## config.mk

```make
export PLATFORM = sky130hd
export DESIGN_NAME = icache_flat
export DESIGN_NICKNAME = d
export VERILOG_FILES = /design/src/hw/fetch_pkg.sv /design/src/hw/mem_bus_if.sv /design/src/hw/cache_ram.sv /design/src/hw/icache.sv /design/src/flat_wrapper.sv
export SDC_FILE = /design/constraint.sdc
export NUM_CORES = 2
export LEC_CHECK = 0
export BUFFER_PORTS_ARGS = -buffer_cell sky130_fd_sc_hd__buf_2
export CORE_MARGIN = 1.5
export CORE_UTILIZATION = 40
export CTS_BUF_LIST = sky130_fd_sc_hd__clkbuf_8 sky130_fd_sc_hd__clkbuf_16
export CTS_CLUSTER_DIAMETER = 40
export CTS_CLUSTER_SIZE = 40
export DETAILED_ROUTE_END_ITERATION = 8
export PLACE_DENSITY_LB_ADDON = 0.2
export SLEW_MARGIN = 20
export SYNTH_ARGS = -nofsm -noshare
export SYNTH_HDL_FRONTEND = slang
export SYNTH_SLANG_ARGS = --single-unit
```

## constraint.sdc

```tcl
create_clock -name i_clock -period 5.7 [get_ports i_clock]
set_input_delay 0.57 -clock i_clock [delete_from_list [all_inputs] [get_ports i_clock]]
set_output_delay 0.57 -clock i_clock [all_outputs]
set_load 0.01 [all_outputs]
```

## src/hw/fetch_pkg.sv

```systemverilog
`default_nettype none

package fetch_pkg;

	// Fetch address and instruction word.
	typedef logic [31:0] pc_t;
	typedef logic [31:0] word_t;

	// Direct-mapped geometry with one word per line.
	localparam int SET_BITS = 6;
	localparam int SETS = 1 << SET_BITS;
	localparam int TAG_BITS = 30 - SET_BITS;
	localparam int ENTRY_BITS = 1 + TAG_BITS + 32;

	typedef logic [SET_BITS-1:0] set_t;
	typedef logic [TAG_BITS-1:0] tag_t;

	// Valid bit on top, then the tag, then the data word.
	typedef logic [ENTRY_BITS-1:0] entry_t;

	typedef enum logic [1:0] {
		ARB_IDLE,
		ARB_PORT_A,
		ARB_PORT_B
	} arb_state_t;

endpackage

`default_nettype wire

```

## src/hw/mem_bus_if.sv

```systemverilog
`default_nettype none

interface mem_bus_if import fetch_pkg::*; ();

	// Request is a level, ready is a single-cycle pulse.
	logic  request;
	pc_t   address;
	logic  ready;
	word_t rdata;

	modport master (
		output request,
		output address,
		input  ready,
		input  rdata
	);

	modport slave (
		input  request,
		input  address,
		output ready,
		output rdata
	);

endinterface

`default_nettype wire

```

## src/hw/cache_ram.sv

```systemverilog
`default_nettype none

module cache_ram import fetch_pkg::*; (
	input  wire         i_clock,
	input  wire set_t   i_rd_set,
	output entry_t      o_rd_entry,
	input  wire         i_wr_enable,
	input  wire set_t   i_wr_set,
	input  wire entry_t i_wr_entry
);

	entry_t mem [SETS];

	// Read port, registered.
	// A write to the same set in this cycle is not seen yet.
	always_ff @(posedge i_clock) begin
		o_rd_entry <= mem[i_rd_set];
	end

	// Write port.
	always_ff @(posedge i_clock) begin
		if (i_wr_enable) begin
			mem[i_wr_set] <= i_wr_entry;
		end
	end

endmodule

`default_nettype wire

```

## src/hw/icache.sv

```systemverilog
`default_nettype none

module icache import fetch_pkg::*; (
	input  wire         i_clock,
	input  wire         i_reset,
	input  wire pc_t    i_pc,
	output logic        o_ready,
	output word_t       o_rdata,
	output logic [31:0] o_refill_count,
	mem_bus_if.master   bus
);

	set_t pc_set;
	tag_t pc_tag;

	set_t   rd_set;
	entry_t rd_entry;
	logic   wr_enable;
	set_t   wr_set;
	entry_t wr_entry;

	logic   entry_valid;
	tag_t   entry_tag;
	word_t  entry_data;

	logic              initialized;
	logic [SET_BITS:0] clear_count;
	set_t              last_set;
	logic              fill_settle;
	tag_t              fill_tag;
	logic              miss;
	logic              fill_start;
	logic              fill_done;

	// Index sits just above the byte offset, tag above the index.
	assign pc_set = i_pc[SET_BITS+1:2];
	assign pc_tag = i_pc[31:SET_BITS+2];

	assign entry_valid = rd_entry[ENTRY_BITS-1];
	assign entry_tag = rd_entry[ENTRY_BITS-2 -: TAG_BITS];
	assign entry_data = rd_entry[31:0];

	cache_ram cache_ram_inst (
		.i_clock     (i_clock),
		.i_rd_set    (rd_set),
		.o_rd_entry  (rd_entry),
		.i_wr_enable (wr_enable),
		.i_wr_set    (wr_set),
		.i_wr_entry  (wr_entry)
	);

	// The RAM output belongs to the set presented one cycle earlier.
	always_ff @(posedge i_clock) begin
		last_set <= rd_set;
	end

	// Hit check, with read-ahead of the next set on a hit.
	always_comb begin
		o_ready = 1'b0;
		o_rdata = '0;
		rd_set = '0;
		miss = 1'b0;
		if (initialized) begin
			rd_set = pc_set;
			if (last_set == pc_set) begin
				if (entry_valid && entry_tag == pc_tag) begin
					o_ready = 1'b1;
					o_rdata = entry_data;
					rd_set = pc_set + 1'b1;
				end else begin
					miss = 1'b1;
				end
			end
		end
	end

	// No new refill while one is in flight or its write has not reached a read yet.
	assign fill_start = miss && !bus.request && !wr_enable && !fill_settle;
	assign fill_done = bus.request && bus.ready;

	always_ff @(posedge i_clock) begin
		if (i_reset) begin
			initialized <= 1'b0;
			clear_count <= '0;
			wr_enable <= 1'b0;
			fill_settle <= 1'b0;
			bus.request <= 1'b0;
			o_refill_count <= '0;
		end else begin
			wr_enable <= 1'b0;
			fill_settle <= wr_enable;
			if (!initialized) begin
				// Clear sweep, one set per cycle.
				if (clear_count < SETS) begin
					wr_enable <= 1'b1;
					clear_count <= clear_count + 1'b1;
				end else begin
					initialized <= 1'b1;
				end
			end else begin
				if (fill_start) begin
					bus.request <= 1'b1;
				end
				if (fill_done) begin
					bus.request <= 1'b0;
					wr_enable <= 1'b1;
					o_refill_count <= o_refill_count + 1'b1;
				end
			end
		end
	end

	// Write payload and bus address.
	always_ff @(posedge i_clock) begin
		if (!initialized) begin
			wr_set <= clear_count[SET_BITS-1:0];
			wr_entry <= '0;
		end else begin
			if (fill_start) begin
				bus.address <= i_pc;
				wr_set <= pc_set;
				fill_tag <= pc_tag;
			end
			if (fill_done) begin
				wr_entry <= {1'b1, fill_tag, bus.rdata};
			end
		end
	end

endmodule

`default_nettype wire

```

## src/flat_wrapper.sv

```systemverilog
// flat-port wrapper written by rule: the top's interface ports become plain ports
module icache_flat import fetch_pkg::*;
  (i_clock, i_reset, i_pc, o_ready, o_rdata, o_refill_count, bus_request, bus_address, bus_ready, bus_rdata);
  mem_bus_if bus_i ();
  input  wire i_clock;
  input  wire i_reset;
  input  wire pc_t i_pc;
  output logic o_ready;
  output word_t o_rdata;
  output logic [31:0] o_refill_count;
  output wire logic [$bits(bus_i.request)-1:0] bus_request;
  output wire logic [$bits(bus_i.address)-1:0] bus_address;
  input wire logic [$bits(bus_i.ready)-1:0] bus_ready;
  input wire logic [$bits(bus_i.rdata)-1:0] bus_rdata;
  assign bus_request = bus_i.request;
  assign bus_address = bus_i.address;
  assign bus_i.ready = bus_ready;
  assign bus_i.rdata = bus_rdata;
  icache u_core (.i_clock(i_clock), .i_reset(i_reset), .i_pc(i_pc), .o_ready(o_ready), .o_rdata(o_rdata), .o_refill_count(o_refill_count), .bus(bus_i));
endmodule
```

### After elaboration in Yosys (flattened, before gate mapping)

Memories as Yosys holds them, arrays and structs flattened. A register that Yosys moved wholly into a read port is not among the register bits.
Cells that the tools add are included.
Widths: inputs -> output; s select.

| word-level totals | value |
|---|---|
| flip-flop bits (word level) | 168 |
| latch bits | 0 |
| bits in writable memories | 3648 |
| ROM bits | 0 |
| bits of input ports | 67 |
| output and inout bits | 98 |
| word-level logic and storage cells | 56 |
| memories kept | 1 |

Memories:

| memory | depth | bits a word | read ports | clocked after memory_dff | write ports | line | text |
|---|---|---|---|---|---|---|---|
| u_core.cache_ram_inst.mem | 64 | 57 | 1 | 1 | 1 | cache_ram.sv:12 | `entry_t mem [SETS];` |

| cells by class | value |
|---|---|
| $add $sub $neg | 3 |
| $mul | 0 |
| divide/modulo/power cells | 0 |
| magnitude comparators | 1 |
| equality and inequality tests | 3 |
| shifts and indexed selects | 0 |
| mux-type cells | 23 |
| bitwise logic cells | 1 |
| reductions and logical operators | 13 |

Operators with widths:

| operator | number |
|---|---|
| $mux 32 | 3 |
| $add 32x1->32 const B | 1 |
| $mux 6 | 5 |
| $eq 24x24->1 | 1 |
| $mux 1 | 15 |
| $reduce_and 2->1 | 4 |
| $add 7x1->7 const B | 1 |
| $lt 7x7->1 const B | 1 |
| $add 6x1->6 const B | 1 |
| $eq 6x6->1 | 1 |
| $logic_and 1x1->1 | 5 |
| $logic_not 1->1 | 3 |
| $ne 2x2->1 const B | 1 |
| $reduce_bool 2->1 | 1 |
| $not 1->1 | 1 |

### Longest topological paths before layout

| logic depth | value |
|---|---|
| depth after elaboration | 10 |
| gate-level depth with buffers | 18 |
| depth with buffers taken out | 11 |

### Modules after synthesis

Synthesis repeated with hierarchy kept, for this count alone.

| unflattened totals | value |
|---|---|
| cell total of the unflattened synthesis | 6370 |
| area, all modules | 145356.9 µm² |

By module, submodules not included:

| module | instances | cells each | area each (µm²) | seq. area each (µm²) |
|---|---|---|---|---|
| cache_ram | 1 | 5760 | 139525.1 | 110686.2 |
| icache | 1 | 610 | 5831.8 | 3263.1 |

### Worst setup path after synthesis

OpenSTA, ideal clock, no wires.

| path | value |
|---|---|
| path type | reg-to-reg |
| from | register u_core.wr_set[3] |
| to | memory u_core.cache_ram_inst.mem[48][0] in the netlist's numbering, enable pin |
| setup time | 0.542 ns |
| arrival | 4.728 ns |
| required time | 5.158 ns |
| setup slack | 0.430 ns |
| stages on the path, launching flop included | 5 |
| path buffers | 1 |
| period minus slack after synthesis | 5.270 ns |
| cell sequence | edfxtp_1 clkbuf_1 nor2b_1 nand4b_1 nor3_1 |

RTL lines:

| item | line | text |
|---|---|---|
| start: declaration | icache.sv:19 | `set_t wr_set;` |
| start signal: assignment | icache.sv:116 | `wr_set <= clear_count[SET_BITS-1:0];` |
| start signal: assignment | icache.sv:121 | `wr_set <= pc_set;` |
| end: declaration | cache_ram.sv:12 |  |

No word-level cell before the write port.

### Final worst setup path

| path | value |
|---|---|
| from | register u_core.cache_ram_inst.o_rd_entry[36], read port of u_core.cache_ram_inst.mem |
| to | output port o_rdata[25] |

| between the ends | value |
|---|---|
| word-level cells in the longest chain between the ends | 5 |

Ends and longest elaborated chain:

| item | line | text |
|---|---|---|
| start: declaration | cache_ram.sv:6 | `output entry_t o_rd_entry,` |
| $eq 24x24->1 | icache.sv:66 | `if (entry_valid && entry_tag == pc_tag) begin` |
| $logic_and 1x1->1 | icache.sv:66 |  |
| $mux 32 | icache.sv:66 |  |
| $mux 32 | icache.sv:65 | `if (last_set == pc_set) begin` |
| $mux 32 | icache.sv:63 | `if (initialized) begin` |
| end: declaration | flat_wrapper.sv:9 | `output word_t o_rdata;` |

Every way passes these cells.

==> flow_metrics.tcl <==
set metrics [dict create \
    grt_max_degree 99 \
    synth_edf_count 3686 \
    ant_nets 0 \
    syn_area_um2 149200 \
    ff2ff_setup_slack_ns 0.59 \
    setup_tns_ns 0 \
    die_w_um 613.8 \
    grt_pass1_vias 92620 \
    tightestPinTransition_ns 1.275 \
    peakVddDrop_uv 307.8 \
    cts_hold_buf 46 \
    vias 97770 \
    whs_endpoint "u_core.wr_entry[2]" \
    ys_dominant_reg_cell "edfxtp_1" \
    clk_pin_slew_ns 0.06 \
    hp-start "bus_rdata[2]" \
    drt-initial-drc-count 14850 \
    drt_drc_violations_left 0 \
    overflow 0 \
    rows 224 \
    reg2reg_from "u_core.cache_ram_inst.o_rd_entry[41]" \
    first_pass_iters 7 \
    synth.top_cell.area_share_pct 74.17 \
    drive_above_1_share_pct 16.89 \
    wire_per_inst_um 34.45 \
    portBuffers 164 \
    syn_nets 10060 \
    antenna_found_initial 25 \
    crit_fanout 33 \
    synth_area_leaders "edfxtp_1 (74%), nand2_1 (5.0%), mux2i_1 (2.3%)" \
    path_class "reg -> out" \
    setup_viol 0 \
    yosysWarnings 0 \
    gp_congestion 0.8668 \
    ys_types 76 \
    ys_seq_elements 3849 \
    h-tree-depth 5 \
    grt_use_total_pct 28.57 \
    p_leak_nw 55.90 \
    pwr_density_cell_nw_per_um2 353.2 \
    total_power_mw 62.83 \
    cts_buffers 476 \
    clock_path_buffers 4 \
    rr_worst_depth 15 \
    hold_viol_final 0 \
    root_buffer "clkbuf_16" \
    start_kind "flip-flop" \
    viasPerCell 6.121 \
    yosysTopAreaCell "edfxtp_1" \
    worstSetupEndpointType "output port" \
    fmax_mhz 193.4 \
    coreArea_um2 371900 \
    critPathRequiredTime_ns 5.13 \
    slew_violations 0 \
    clk_latency_ns 1.01 \
    min_path_type "in -> reg" \
    ys_seq_area_share_pct 76.36 \
    ys_async_sr_fraction_pct 0 \
    grt_pass1_wl_mm 749.7 \
    syn_inst 9989 \
    outcome "finished clean" \
    io_pins 165 \
    synth_area_per_cell_um2 14.94 \
    hpwl_mm 306.3 \
    n_fill_cell 31570 \
    cp.arrival_ns 4.60 \
    fin_skew_ns 0.08191 \
    slew_headroom_pct 14.66 \
    cap_violations 0 \
    fin_crit_ns 5.172 \
    postCtsSetupBuffers 0 \
    finalCritPeriodShare_pct 90.74 \
    dpl-instance-area_um2 160500 \
    drt-total-wl_mm 550.3 \
    rsz0062_at_grt "no" \
    whs_path_depth 3 \
    dieArea_um2 376700 \
    cts_sinks 3849 \
    final_area_um2 177900 \
    initial_core_util_pct 40.12 \
    final_nets 10640 \
    ctsResizeCount 0 \
    cts_tree "yes" \
    r2r-end "u_core.cache_ram_inst.o_rd_entry[12]" \
    die_h_um 613.8 \
    area_growth_pct 19.23 \
]
[critical path: stages (launching register included)]
cell and delay [ns]:
dfxtp_1 0.65, xnor2_1 0.26, nand4_1 0.13, or4_1 0.77
buf_4 0.26, nor4_2 0.12, buf_4 0.61, and2_1 0.49
buf_2 0.22
[through the flow]
stage	util, %	hold slack [ns]	std cells	worst slack (ns)
4_1_cts	47.80	0.004103	15960	0.5542
6_report	47.84	0.06865	15970	0.5280
3_3_place_gp	43.17	0.4774	15020	0.3449
5_1_grt	47.83	0.05215	15960	0.3695
2_1_floorplan	-	0.4580	9989	0.4299
3_5_place_dp	43.17	0.4911	15020	0.3836
[sequential cells by signal (all words and copies together), names as in the netlist, 7 cells and up]
name	count
u_core.wr_entry	57
u_core.o_refill_count	32
u_core.clear_count	7
u_core.cache_ram_inst.o_rd_entry	57
u_core.fill_tag	23
u_core.cache_ram_inst.mem	3648
u_core.bus.address	9
[cells by family (layout without fill, tap and decap cells)]
logic type | count (synthesis) | in the layout | share of synthesized area (%)
fa+ha+maj | 3 | 3 | 0.02516
simple gates | 3013 | 3013 | 8.878
mux | 458 | 458 | 3.834
compound gates | 1874 | 1874 | 8.504
other cells | 0 | 12 | 0
buf+inv | 726 | 1726 | 2.011
xor+xnor | 66 | 66 | 0.3874
flops | 3849 | 3849 | 76.36
[placed cells by master, fill, tap and decap left out, types with 27 or more instances in the layout]
cell type      synthesis  layout
or4_1                 41      41
buf_2                185     164
a211oi_1             355     354
a21oi_1              569     569
inv_6                  0      59
inv_1                 16      50
mux2i_1              350     347
o21ai_0               84      84
o22ai_1              146     146
a31oi_1              179     178
nor4_1                84      83
and2_1                38      36
clkbuf_16              0     484
clkinv_2               0      69
clkinv_4               0      42
nor2_4                 1      64
mux4_2                89      89
clkinv_1               0      42
bufinv_16              0      67
and3_1               341     341
clkinvlp_4             0      54
xor2_1                28      27
o221ai_1              33      33
a311oi_1             173     173
dfxtp_1              163     108
buf_12                 0     151
xnor2_1               38      37
edfxtp_1            3686    3686
buf_4                  4     450
a2111oi_0            126     126
nand3_1              135     131
nor2_1               135      69
dlygate4sd3_1          0      46
nand2_1             1997    1989
nand4_1               31      31
o2bb2ai_1             29      29
nor3_1               157     155
dfxtp_4                0      43
[routing by layer]
layer | part of all wire (%) | wire, µm | up-vias | track usage, %
met5 | 0.0024 | 13 | - | 0
met4 | 4.9 | 26740 | 2 | 12.29
met3 | 11 | 59470 | 1127 | 5.922
met2 | 45 | 249200 | 6145 | 44.42
met1 | 39 | 214900 | 50510 | 38.92
li1 | - | - | 39980 | -
[area by class of cell]
| type | count | area, µm² | area share (%) |
|---|---|---|---|
| antenna | 12 | 30.03 | 0.01688 |
| clock buffer | 489 | 12180 | 6.846 |
| clock inverter | 409 | 4599 | 2.585 |
| inverter | 17 | 95.09 | 0.05345 |
| multi-input combinational | 5414 | 32990 | 18.54 |
| sequential | 3849 | 114100 | 64.14 |
| tap | 4972 | 6221 | 3.497 |
| timing repair buffer | 811 | 7682 | 4.318 |
[synthesized netlist by cell type (146+ instances only)]
master,count
edfxtp_1,3686
nand2_1,1997
a21oi_1,569
clkbuf_1,419
a211oi_1,355
mux2i_1,350
and3_1,341
buf_2,185
a31oi_1,179
a311oi_1,173
dfxtp_1,163
nor3_1,157
o22ai_1,146
[power breakdown]
part,internal (mW),switching [mW]
Combinational,0.179,0.393
Clock,18.8,12.7
Sequential,30.6,0.0764
Total,49.6,13.2
[worst max-delay path by stage]
| stage | to | from | cells after the start | slack (ns) |
|---|---|---|---|---|
| 5_1_grt | o_rdata[25] | u_core.cache_ram_inst.o_rd_entry[36] | 8 | 0.37 |
| 4_1_cts | o_rdata[25] | u_core.cache_ram_inst.o_rd_entry[35] | 8 | 0.55 |
| 3_5_place_dp | u_core.cache_ram_inst.o_rd_entry[12] | i_pc[11] | 14 | 0.38 |
| 3_3_place_gp | u_core.cache_ram_inst.o_rd_entry[31] | i_pc[11] | 14 | 0.34 |
| 6_report | o_rdata[25] | u_core.cache_ram_inst.o_rd_entry[36] | 8 | 0.53 |
| 2_1_floorplan | u_core.cache_ram_inst.mem[48][0] | u_core.wr_set[3] | 4 | 0.43 |
(Power assumes the default switching activity.)
