--- src/hw/fetch_pkg.sv ---
`default_nettype none

package fetch_pkg;

	// Fetch address and instruction word.
	typedef logic [31:0] pc_t;
	typedef logic [31:0] word_t;

	// Direct-mapped geometry with one word per line.
	localparam int SET_BITS = 6;
	localparam int SETS = 1 << SET_BITS;
	localparam int TAG_BITS = 30 - SET_BITS;
	localparam int ENTRY_BITS = 1 + TAG_BITS + 32;

	typedef logic [SET_BITS-1:0] set_t;
	typedef logic [TAG_BITS-1:0] tag_t;

	// Valid bit on top, then the tag, then the data word.
	typedef logic [ENTRY_BITS-1:0] entry_t;

	typedef enum logic [1:0] {
		ARB_IDLE,
		ARB_PORT_A,
		ARB_PORT_B
	} arb_state_t;

endpackage

`default_nettype wire

--- src/hw/mem_bus_if.sv ---
`default_nettype none

interface mem_bus_if import fetch_pkg::*; ();

	// Request is a level, ready is a single-cycle pulse.
	logic  request;
	pc_t   address;
	logic  ready;
	word_t rdata;

	modport master (
		output request,
		output address,
		input  ready,
		input  rdata
	);

	modport slave (
		input  request,
		input  address,
		output ready,
		output rdata
	);

endinterface

`default_nettype wire

--- src/hw/bus_arbiter.sv ---
`default_nettype none

module bus_arbiter import fetch_pkg::*; (
	input  wire        i_clock,
	input  wire        i_reset,
	mem_bus_if.slave   port_a,
	mem_bus_if.slave   port_b,
	mem_bus_if.master  mem
);

	arb_state_t state;
	// Set when port B won the last grant, so port A goes first after reset.
	logic       last_b;

	always_ff @(posedge i_clock) begin
		if (i_reset) begin
			state <= ARB_IDLE;
			last_b <= 1'b1;
		end else begin
			case (state)
				ARB_IDLE: begin
					if (port_a.request && (!port_b.request || last_b)) begin
						state <= ARB_PORT_A;
						last_b <= 1'b0;
					end else if (port_b.request) begin
						state <= ARB_PORT_B;
						last_b <= 1'b1;
					end
				end
				ARB_PORT_A, ARB_PORT_B: begin
					// Back to idle once the ready pulse has been passed on.
					if (mem.ready) begin
						state <= ARB_IDLE;
					end
				end
				default: begin
					state <= ARB_IDLE;
				end
			endcase
		end
	end

	// Forward the granted port, keep the other one quiet.
	always_comb begin
		mem.request = 1'b0;
		mem.address = '0;
		port_a.ready = 1'b0;
		port_a.rdata = '0;
		port_b.ready = 1'b0;
		port_b.rdata = '0;
		case (state)
			ARB_PORT_A: begin
				mem.request = port_a.request;
				mem.address = port_a.address;
				port_a.ready = mem.ready;
				port_a.rdata = mem.rdata;
			end
			ARB_PORT_B: begin
				mem.request = port_b.request;
				mem.address = port_b.address;
				port_b.ready = mem.ready;
				port_b.rdata = mem.rdata;
			end
			default: begin
			end
		endcase
	end

endmodule

`default_nettype wire

--- src/flat_wrapper.sv ---
// flat-port wrapper written by rule: the top's interface ports become plain ports
module bus_arbiter_flat import fetch_pkg::*;
  (i_clock, i_reset, port_a_request, port_a_address, port_a_ready, port_a_rdata, port_b_request, port_b_address, port_b_ready, port_b_rdata, mem_request, mem_address, mem_ready, mem_rdata);
  mem_bus_if port_a_i ();
  mem_bus_if port_b_i ();
  mem_bus_if mem_i ();
  input  wire i_clock;
  input  wire i_reset;
  input wire logic [$bits(port_a_i.request)-1:0] port_a_request;
  input wire logic [$bits(port_a_i.address)-1:0] port_a_address;
  output wire logic [$bits(port_a_i.ready)-1:0] port_a_ready;
  output wire logic [$bits(port_a_i.rdata)-1:0] port_a_rdata;
  input wire logic [$bits(port_b_i.request)-1:0] port_b_request;
  input wire logic [$bits(port_b_i.address)-1:0] port_b_address;
  output wire logic [$bits(port_b_i.ready)-1:0] port_b_ready;
  output wire logic [$bits(port_b_i.rdata)-1:0] port_b_rdata;
  output wire logic [$bits(mem_i.request)-1:0] mem_request;
  output wire logic [$bits(mem_i.address)-1:0] mem_address;
  input wire logic [$bits(mem_i.ready)-1:0] mem_ready;
  input wire logic [$bits(mem_i.rdata)-1:0] mem_rdata;
  assign port_a_i.request = port_a_request;
  assign port_a_i.address = port_a_address;
  assign port_a_ready = port_a_i.ready;
  assign port_a_rdata = port_a_i.rdata;
  assign port_b_i.request = port_b_request;
  assign port_b_i.address = port_b_address;
  assign port_b_ready = port_b_i.ready;
  assign port_b_rdata = port_b_i.rdata;
  assign mem_request = mem_i.request;
  assign mem_address = mem_i.address;
  assign mem_i.ready = mem_ready;
  assign mem_i.rdata = mem_rdata;
  bus_arbiter u_core (.i_clock(i_clock), .i_reset(i_reset), .port_a(port_a_i), .port_b(port_b_i), .mem(mem_i));
endmodule
--- config.mk ---
export PLATFORM = sky130hd
export DESIGN_NAME = bus_arbiter_flat
export DESIGN_NICKNAME = d
export VERILOG_FILES = /design/src/hw/fetch_pkg.sv /design/src/hw/mem_bus_if.sv /design/src/hw/bus_arbiter.sv /design/src/flat_wrapper.sv
export SDC_FILE = /design/constraint.sdc
export NUM_CORES = 1
export LEC_CHECK = 0
export BUFFER_PORTS_ARGS = -buffer_cell sky130_fd_sc_hd__buf_2
export CAP_MARGIN = 25
export CORE_AREA = 2 2 78 80
export DETAILED_ROUTE_END_ITERATION = 12
export DIE_AREA = 0 0 80 82
export GPL_ROUTABILITY_DRIVEN = 0
export PLACE_DENSITY = 0.59
export SETUP_SLACK_MARGIN = 0.15
export SYNTH_ARGS = -nofsm -noshare
export SYNTH_HDL_FRONTEND = slang
export SYNTH_SLANG_ARGS = --single-unit
export TNS_END_PERCENT = 1
--- constraint.sdc ---
create_clock -name i_clock -period 3.3 [get_ports i_clock]
set_clock_uncertainty 0.05 [all_clocks]
set_input_delay 0.66 -clock i_clock [delete_from_list [all_inputs] [get_ports i_clock]]
set_output_delay 0.66 -clock i_clock [all_outputs]
set_load 0.1 [all_outputs]
; Word-level counts from Yosys, hierarchy flattened
; Index checks and enable logic that the tools add are counted.
[totals]
wordCells = 26
ff_bits = 3
out_inout_bits = 99
in_bits = 101
[op_classes]
mux = 12
eq_ne = 4
n_reduce_logical = 8
[op_table]
columns = op, count
row1 = $mux 32, 2
row2 = $pmux 32 s2, 1
row3 = $mux 2, 3
row4 = $mux 1, 4
row5 = $pmux 2 s2, 1
row6 = $reduce_and 2->1, 2
row7 = $ne 3x2->1 const B, 1
row8 = $eq 2x1->1 const B, 1
row9 = $eq 2x2->1 const B, 1
row10 = $logic_not 2->1, 1
row11 = $ne 2x2->1 const B, 1
row12 = $pmux 1 s2, 1
row13 = $reduce_bool 2->1, 1
row14 = $reduce_or 2->1, 1
row15 = $logic_and 1x1->1, 1
row16 = $logic_not 1->1, 1
row17 = $logic_or 1x1->1, 1

; Depth between registers and ports, before layout
; Gate-level depths: netlist of the first run.
[logic_depth]
depth_word = 5
mapped_depth = 6
depth_no_buf = 5

; Worst setup path after synthesis of the first run
; No wires, ideal clock.
[synth_timing]
kind = flip-flop to output port
start = register u_core.state[0]
end = output port mem_address[14]
path_buffers = 2
path_stages_with_launch = 7
t_arrival_ps = 2325
path_slack_ps = 265
t_required_ps = 2590
path_cell_list = dfxtp_1 > inv_1 > ha_1 > buf_2 > buf_2 > a22oi_1 > nor2b_1
[synth_via]
elab_chain_len = 2
word_cells_on_any_way = 3
cone_classes = eq/ne (2) / mux (1)
[synth_rtl]
columns = element, line
row1 = "start, declared", bus_arbiter.sv:11  ; arb_state_t state;
row2 = "start signal, assigned", bus_arbiter.sv:17  ; state <= ARB_IDLE;
row3 = "start signal, assigned", bus_arbiter.sv:23  ; state <= ARB_PORT_A;
row4 = "start signal, assigned", bus_arbiter.sv:26  ; state <= ARB_PORT_B;
row5 = $eq 2x2->1 / $eq 2x1->1 (equally long branches), bus_arbiter.sv:51  ; case (state)
row6 = $pmux 32 s2 (*), bus_arbiter.sv:51
row7 = "end, declared", flat_wrapper.sv:18  ; output wire logic [$bits(mem_i.address)-1:0] mem_address;
; Every way passes the cells marked *; elsewhere a longest branch is shown, timed or not.

; Final worst setup path of the first run
[layout_timing]
start = register u_core.state[0]
end = output port mem_address[24]
; The elaborated chain is that of the path after synthesis.

==> run_results.csv, run 1 <==
group,metric,value,unit
synthesis,async_flop_share,0,
detailed_routing,drc,0,
global_routing,grt.overflow.total,0,
sta,period_share,0.871,
clock_network,post_cts_resized,0,
clock_network,clock_latency,210,ps
sta,tightest_slew,507,ps
detailed_routing,vias,1891,
cells_and_area,antennaDiodeCount,0,
clock_network,clkTransAtPathRegs,30,ps
floorplan,die_area,6560,um^2
place,dpl.cell_count,428,
sta,fin_crit,2870,ps
synthesis,synth.area.top_cells,"and2_1 (37%), a22oi_1 (22%), nor2b_1 (18%), dfxtp_1 (5.3%), clkbuf_1 (4.3%)",
setup_path,crit_required,2590,ps
clock_network,cts_setup_buffers,0,
clock_network,clockBufferDepth,2,
power_and_ir_drop,combPwrFrac,0.855,
detailed_routing,wirelength,5190,um
floorplan,rows,28,
detailed_routing,drt-pass1-iter-count,4,
sta,relSlewSlack,0.665,
global_routing,antenna_found_initial,0,
cells_and_area,syn2layout_area_growth,99.6,%
floorplan,die_w,80,um
global_routing,grt_pass1_wl,7530,um
run_status,status,"finished, final reports clean",
synthesis,syn_area,1120,um^2
synthesis,synth_top_cell_by_area,"and2_1",
power_and_ir_drop,p_leak,1.32,nW
global_routing,grt_max_degree,44,
floorplan,start_util,0.196,
sta,hold_violations,0,
cells_and_area,multiInputGateArea,992,um^2
synthesis,synth_cells,168,
power_and_ir_drop,ir_drop,0.347,mV
global_routing,grt_pass1_vias,1701,
synthesis,synth_top_cells_by_count,"and2_1 (66), a22oi_1 (33), nor2b_1 (33), clkbuf_1 (13), buf_2 (4)",
setup_path,setup.worst_path.start_class,"flop",
synthesis,synth_edf_count,0,
setup_path,cp_max_fo,43,
cells_and_area,final_layout_size_suffix_gt1_frac,0.585,
setup_path,crit_type,"reg -> out",
synthesis,synth_top_area_frac,0.367,
floorplan,core,5750,um^2
worst_hold_path,min_path_type,"reg -> reg",
sta,grt_setup_unrepaired,"no",
synthesis,ys_seq_area_frac,0.0535,
sta,drv_slew,0,
synthesis,syn_avg_cell_area,6.69,um^2
sta,fmax,348,MHz
detailed_routing,ant_nets,0,
power_and_ir_drop,seqPwrFrac,0.043,
cells_and_area,final_nets,462,
floorplan,die_h,82,um
cells_and_area,instances_no_fill,432,
clock_network,root_buffer,"clkbuf_8",
job,maxCapViolCount,0,
cells_and_area,regArea,60.1,um^2
sta,fin_setup_tns,0,ps
cells_and_area,fillers,626,
power_and_ir_drop,power.density,462,nW/um^2
detailed_routing,viasPerCell,4.38,
synthesis,ys.flop_type,"dfxtp_1",
place,hpwl,4290,um
synthesis,yosysMostFrequentCell,"and2_1",
clock_network,ctsHoldBuffers,0,
clock_network,htree_levels,1,
setup_path,worstPathArrival,2160,ps
place,portBuffers,199,
synthesis,yosysWarnings,0,
sta,setup_viol,0,
power_and_ir_drop,p_sw_frac,0.697,
synthesis,synth-seq-cells,3,
clock_network,numClockSinks,3,
floorplan,io_pins,200,
synthesis,synth_cell_types,19,
setup_path,end_kind,"output pin",
detailed_routing,first_iter_violations,49,
clock_network,numCtsBuffers,3,
synthesis,synth.net_count,272,
global_routing,grt.total_usage,0.141,
power_and_ir_drop,power.switching,0.723,mW
detailed_routing,post_drt_wl_per_cell,12.0,um
clock_network,cts_tree,"done",
power_and_ir_drop,internal-power,0.314,mW
power_and_ir_drop,pwr-share-clk,0.102,
setup_path,worst-r2r-setup-slack,1690,ps
kinds of logic after synthesis:
group           synth area share
flops                     0.0535
fa+ha+maj                 0.0334
simple gates               0.588
compound gates             0.257
buf+inv                   0.0679
registers in the layout, summed over array words and instances, names as in the netlist:
signal	flops
u_core.state	2
u_core.last_b	1
per-stage QoR:
| stage | setup WS, ps | hold slack, ps | cell area (um^2) | util | power (mW) |
|---|---|---|---|---|---|
| floorplan | 265 | 418 | 1120 | - | 0.763 |
| CTS | 354 | 461 | 2240 | 0.390 | 1.05 |
| global placement | 595 | 442 | 2200 | 0.382 | 0.933 |
| detailed placement | 586 | 453 | 2200 | 0.382 | 0.938 |
| finish | 425 | 453 | 2240 | 0.390 | 1.04 |
| global route | 281 | 473 | 2240 | 0.390 | 1.08 |
area by class of cell:
type                            instances  share of cell area
Tap cell                               75              0.0419
Inverter                                2             0.00335
Sequential cell                         3              0.0268
Clock buffer                            4              0.0201
Timing Repair Buffer                  202               0.465
Multi-Input combinational cell        146               0.443
critical path, stage by stage, from the launching register on:
cell     delay (ps)
dfxtp_1         320
inv_1            80
ha_2            490
buf_12          250
a22oi_1         110
nor2b_1         200
buf_2           470
final timing paths:
path	from	end	cells after the start
worst max-delay path	u_core.state[0]	mem_address[24]	6
worst min-delay path	u_core.state[1]	u_core.state[1]	1
worst max register to register	u_core.state[0]	u_core.state[0]	5
worst min register to register	u_core.state[1]	u_core.state[1]	1
per-layer routing:
metal,global-route usage,up-vias,share of wire
met4,0.0271,0,0.0037
met1,0.158,849,0.40
li1,-,945,-
met5,0,-,0
met2,0.279,95,0.52
met3,0.0220,2,0.082
layout by cell type (no fill, tap or decap), drive strengths merged:
cell / n
buf: 202
and2: 66
a22oi: 33
nor2b: 33
clkbuf: 4
dfxtp: 3
ha: 3
inv: 2
a21oi: 2
a32o: 2
nand2b: 1
and3b: 1
nand2: 1
or3b: 1
or2b: 1
a31oi: 1
or2: 1
power by group through the flow:
stage | Combinational, mW | Sequential [mW] | Clock [mW]
final | 0.886 | 0.0448 | 0.106
after floorplan | 0.719 | 0.0443 | 0
after detailed placement | 0.893 | 0.0452 | 0
after CTS | 0.894 | 0.0448 | 0.108
after global routing | 0.929 | 0.0453 | 0.109
after global placement | 0.888 | 0.0450 | 0
(Power assumes the default switching activity.)
==> run 2: changes to the inputs <==
--- a/config.mk
+++ b/config.mk
@@ -7,12 +7,12 @@
 export LEC_CHECK = 0
 export BUFFER_PORTS_ARGS = -buffer_cell sky130_fd_sc_hd__buf_2
 export CAP_MARGIN = 25
-export CORE_AREA = 2 2 78 80
+export CORE_AREA = 2 2 77 79
 export DETAILED_ROUTE_END_ITERATION = 12
-export DIE_AREA = 0 0 80 82
+export DIE_AREA = 0 0 79 81
 export GPL_ROUTABILITY_DRIVEN = 0
-export PLACE_DENSITY = 0.59
-export SETUP_SLACK_MARGIN = 0.15
+export PLACE_DENSITY = 0.6
+export SETUP_SLACK_MARGIN = 0.1
 export SYNTH_ARGS = -nofsm -noshare
 export SYNTH_HDL_FRONTEND = slang
 export SYNTH_SLANG_ARGS = --single-unit
==> run_results.csv, run 2 (synthesis results as in run 1) <==
group,metric,value,unit
run_status,status,"finished, final reports clean",
floorplan,die_w,79,um
power_and_ir_drop,totalPowerFinal,1.04,mW
cells_and_area,largestRegisters,"u_core.state x2, u_core.last_b x1",
sta,period_share,0.844,
setup_path,worstPathArrival,2070,ps
sta,fmax,359,MHz
clock_network,numCtsBuffers,3,
global_routing,grt.total_usage,0.140,
clock_network,clkTransAtPathRegs,30,ps
sta,hold_violations,0,
setup_path,worst-r2r-setup-slack,1640,ps
detailed_routing,wirelength,5150,um
setup_path,crit_required,2590,ps
detailed_routing,drt-pass1-iter-count,4,
cells_and_area,largest-register,"u_core.state",
power_and_ir_drop,p_sw_frac,0.698,
job,maxCapViolCount,0,
setup_path,end_kind,"output pin",
floorplan,core,5680,um^2
cells_and_area,layout_common_cells,"buf_2 (199), and2_1 (66), a22oi_1 (33), nor2b_1 (33), buf_4 (4)",
setup_path,cp_max_fo,30,
detailed_routing,first_iter_violations,59,
detailed_routing,drc,0,
detailed_routing,ant_nets,0,
sta,worst_slack,515,ps
setup_path,crit_type,"reg -> out",
setup_path,setup.worst_path.start_class,"flop",
power_and_ir_drop,power.switching,0.725,mW
clock_network,htree_levels,1,
power_and_ir_drop,p_leak,1.33,nW
power_and_ir_drop,ir_drop,0.295,mV
power_and_ir_drop,pwr-share-clk,0.102,
place,portBuffers,199,
cells_and_area,fillers,615,
sta,fin_setup_tns,0,ps
global_routing,grt_pass1_vias,1549,
clock_network,cts_tree,"done",
clock_network,numClockSinks,3,
place,place_worst_setup_slack,705,ps
clock_network,ctsHoldBuffers,0,
power_and_ir_drop,seqPwrFrac,0.043,
cells_and_area,syn2layout_area_growth,99.8,%
detailed_routing,viasPerCell,4.28,
clock_network,cts_setup_buffers,0,
global_routing,grt_pass1_wl,7310,um
global_routing,grt.overflow.total,0,
place,hpwl,4250,um
floorplan,die_h,81,um
floorplan,io_pins,200,
sta,setup_viol,0,
global_routing,grt_max_degree,31,
sta,tightest_slew,505,ps
cells_and_area,antennaDiodeCount,0,
detailed_routing,vias,1857,
power_and_ir_drop,combPwrFrac,0.855,
worst_hold_path,min_path_type,"reg -> reg",
place,dpl.cell_count,430,
global_routing,antenna_found_initial,0,
clock_network,clock_latency,220,ps
cells_and_area,final_common_cell,"buf_2",
clock_network,post_cts_resized,0,
sta,relSlewSlack,0.665,
cells_and_area,largest_register_ffs,2,
cells_and_area,fin_util,0.396,
detailed_routing,post_drt_wl_per_cell,11.9,um
floorplan,die_area,6400,um^2
sta,grt_setup_unrepaired,"no",
power_and_ir_drop,internal-power,0.315,mW
power_and_ir_drop,power.density,463,nW/um^2
cells_and_area,final_nets,464,
cells_and_area,instances_no_fill,434,
sta,fin_crit,2780,ps
clock_network,root_buffer,"clkbuf_8",
floorplan,rows,28,
floorplan,start_util,0.198,
clock_network,clockBufferDepth,2,
sta,drv_slew,0,
cells_and_area,final_layout_size_suffix_gt1_frac,0.588,
## run 2: final timing paths
check | from | end | cells after the start
setup / recovery | u_core.state[0] | mem_address[22] | 6
hold / removal | u_core.state[0] | u_core.state[0] | 1
setup reg to reg | u_core.state[1] | u_core.state[0] | 5
hold reg to reg | u_core.state[0] | u_core.state[0] | 1
## run 2: power groups by stage
| stage | clock, mW | sequential [mW] | combinational, mW |
|---|---|---|---|
| floorplan | 0 | 0.0443 | 0.719 |
| global placement | 0 | 0.0449 | 0.886 |
| detailed placement | 0 | 0.0454 | 0.892 |
| CTS | 0.109 | 0.0449 | 0.893 |
| global route | 0.114 | 0.0453 | 0.929 |
| finish | 0.106 | 0.0450 | 0.889 |
## run 2: metrics by stage
stage               hold slack (ps)  area (um^2)
floorplan                       418         1120
CTS                             468         2240
detailed placement              458         2200
global route                    485         2240
global placement                439         2200
finish                          457         2240
## run 2: area by class of cell
type	instances	area [um^2]	area share
Timing Repair Buffer	204	1050	0.466
Multi-Input combinational cell	146	992	0.442
Tap cell	75	93.8	0.0418
Sequential cell	3	60.1	0.0268
Clock buffer	4	45.0	0.0201
Inverter	2	7.51	0.00334
## run 2: worst max-delay path: stages (launching register included)
cell and delay, ps:
dfxtp_1 310, inv_1 80, ha_2 470, buf_4 330
a22oi_1 120, nor2b_1 110, buf_2 430
## run 2: per-layer routing
metal  GRT usage  vias up  part of all wire
met5           0        -                 0
met4      0.0207        0            0.0037
met3      0.0200        4             0.066
met2       0.255       86              0.50
met1       0.180      820              0.43
li1            -      947                 -
==> run 3: changes to the inputs <==
==> constraint.sdc (replaced) <==
create_clock -name i_clock -period 2.75 [get_ports i_clock]
set_clock_uncertainty 0.05 [all_clocks]
set_input_delay 0.55 -clock i_clock [delete_from_list [all_inputs] [get_ports i_clock]]
set_output_delay 0.55 -clock i_clock [all_outputs]
set_load 0.1 [all_outputs]
==> run_results.csv, run 3 (synthesis results as in run 1) <==
group,metric,value,unit
run_status,status,"finished, final reports clean",
global_routing,grt_util_met1,0.176,
floorplan,die_h,81,um
setup_path,crit_required,2150,ps
sta,relSlewSlack,0.677,
setup_path,cp_slowest_stage_delay,440,ps
setup_path,setup.worst_path.start_class,"flop",
place,hpwl,4750,um
sta,hold_violations,0,
setup_path,worstPathArrival,1790,ps
clock_network,cts_setup_buffers,0,
worst_hold_path,min_delay_worst_endpoint,"u_core.state[1]",
global_routing,grt_pass1_vias,1741,
setup_path,crit_type,"reg -> out",
clock_network,clock_latency,210,ps
sta,fmax,419,MHz
clock_network,htree_levels,1,
cells_and_area,final_nets,464,
global_routing,busiest_layer,"met2",
detailed_routing,first_iter_violations,56,
sta,tightest_slew,489,ps
global_routing,grt_use_met2,0.319,
power_and_ir_drop,ir_drop,0.333,mV
detailed_routing,drt-pass1-iter-count,4,
cells_and_area,largestRegisters,"u_core.state x2, u_core.last_b x1",
clock_network,clkTransAtPathRegs,30,ps
sta,hold-worst-slack,452,ps
sta,fin_crit,2390,ps
job,maxCapViolCount,0,
cells_and_area,syn2layout_area_growth,188,%
clock_network,numCtsBuffers,3,
clock_network,ctsHoldBuffers,0,
setup_path,reg2reg_depth,5,
cells_and_area,final_layout_size_suffix_gt1_frac,0.593,
cells_and_area,layout_common_cells,"buf_2 (133), buf_12 (67), and2_1 (66)",
detailed_routing,vias,1879,
place,portBuffers,199,
setup_path,r2r-end,"u_core.state[0]",
global_routing,grt_max_degree,67,
clock_network,cts_tree,"done",
cells_and_area,regArea,60.1,um^2
floorplan,start_util,0.198,
clock_network,root_buffer,"clkbuf_8",
floorplan,io_pins,200,
cells_and_area,antennaDiodeCount,0,
floorplan,die_w,79,um
sta,setup_viol,0,
floorplan,die_area,6400,um^2
worst_hold_path,hold-path-cell-count,1,
cells_and_area,multiInputGateArea,997,um^2
setup_path,end_kind,"output pin",
detailed_routing,drc,0,
global_routing,grt.overflow.total,0,
power_and_ir_drop,p_leak,1.51,nW
setup_path,worstPathCellList,"inv_1 > ha_2 > buf_4 > nor2b_1 > buf_12",
global_routing,grt_use_met3,0.0222,
sta,fin_setup_tns,0,ps
detailed_routing,ant_nets,0,
global_routing,antenna_found_initial,0,
sta,period_share,0.868,
cells_and_area,fillers,500,
setup_path,critPathSlowestCell,"ha_2",
worst_hold_path,min_path_type,"reg -> reg",
cells_and_area,largest_register_ffs,2,
cells_and_area,fin_util,0.571,
cells_and_area,largest-register,"u_core.state",
detailed_routing,wirelength,5560,um
setup_path,cp_max_fo,21,
global_routing,grt_pass1_wl,8260,um
global_routing,grt.total_usage,0.158,
detailed_routing,viasPerCell,4.33,
sta,drv_slew,0,
clock_network,clockBufferDepth,2,
detailed_routing,post_drt_wl_per_cell,12.8,um
power_and_ir_drop,power.density,445,nW/um^2
floorplan,core,5680,um^2
floorplan,rows,28,
setup_path,reg2reg_from,"u_core.state[1]",
setup_path,worst-r2r-setup-slack,1170,ps
clock_network,numClockSinks,3,
sta,grt_setup_unrepaired,"no",
worst_hold_path,min_from,"u_core.state[1]",
cells_and_area,final_common_cell,"buf_2",
-- run 3: cell counts in the layout (fill, tap and decap cells not counted) --
Identical to the previous run, type by type.
-- run 3: worst max-delay path: cells and delay by family (launching register included) --
kind | cells | cell delay, ps
buffers and inverters | 3 | 520
adders and majority gates | 1 | 440
DFF | 1 | 340
and+or+nand+nor | 1 | 260
-- run 3: power breakdown --
part           internal (mW)  switching [mW]
clock                 0.0987          0.0274
combinational          0.391           0.870
sequential            0.0493         0.00443
-- run 3: metal layers --
layer  up-vias  share of wire
li1        948              -
met1       832           0.37
met2        95           0.55
met3         4          0.069
met4         0         0.0088
met5         -              0
-- run 3: stage by stage --
step / total power [mW] / instance area (um^2) / setup slack, ps / instances
6_report: 1.44 / 3240 / 363 / 434
5_1_grt: 1.50 / 3240 / 168 / 434
4_1_cts: 1.45 / 3240 / 268 / 434
3_5_place_dp: 1.32 / 3190 / 497 / 430
3_3_place_gp: 1.31 / 3190 / 557 / 430
2_1_floorplan: 0.916 / 1130 / -175 / 168
-- run 3: cell type report --
cell class / instances / share of cell area
Timing Repair Buffer: 204 / 0.629
Sequential cell: 3 / 0.0185
Tap cell: 75 / 0.0290
Clock buffer: 4 / 0.0139
Multi-Input combinational cell: 146 / 0.308
Inverter: 2 / 0.00232
-- run 3: how the worst max path moves through the flow --
stage,startpoint,endpoint,slack [ps],cells past startpoint
detailed placement,u_core.state[0],mem_address[13],500,5
CTS,u_core.state[0],mem_address[13],270,5
global placement,u_core.state[0],mem_address[6],560,5
global route,u_core.state[1],mem_address[19],170,5
floorplan,u_core.state[0],mem_address[15],-180,6
finish,u_core.state[1],mem_address[13],360,5
-- run 3: what timing repair did --
item,4_1_cts,5_1_grt
hold endpoints to repair,0,0
gates resized for setup,0,1
setup endpoints to repair,0,9
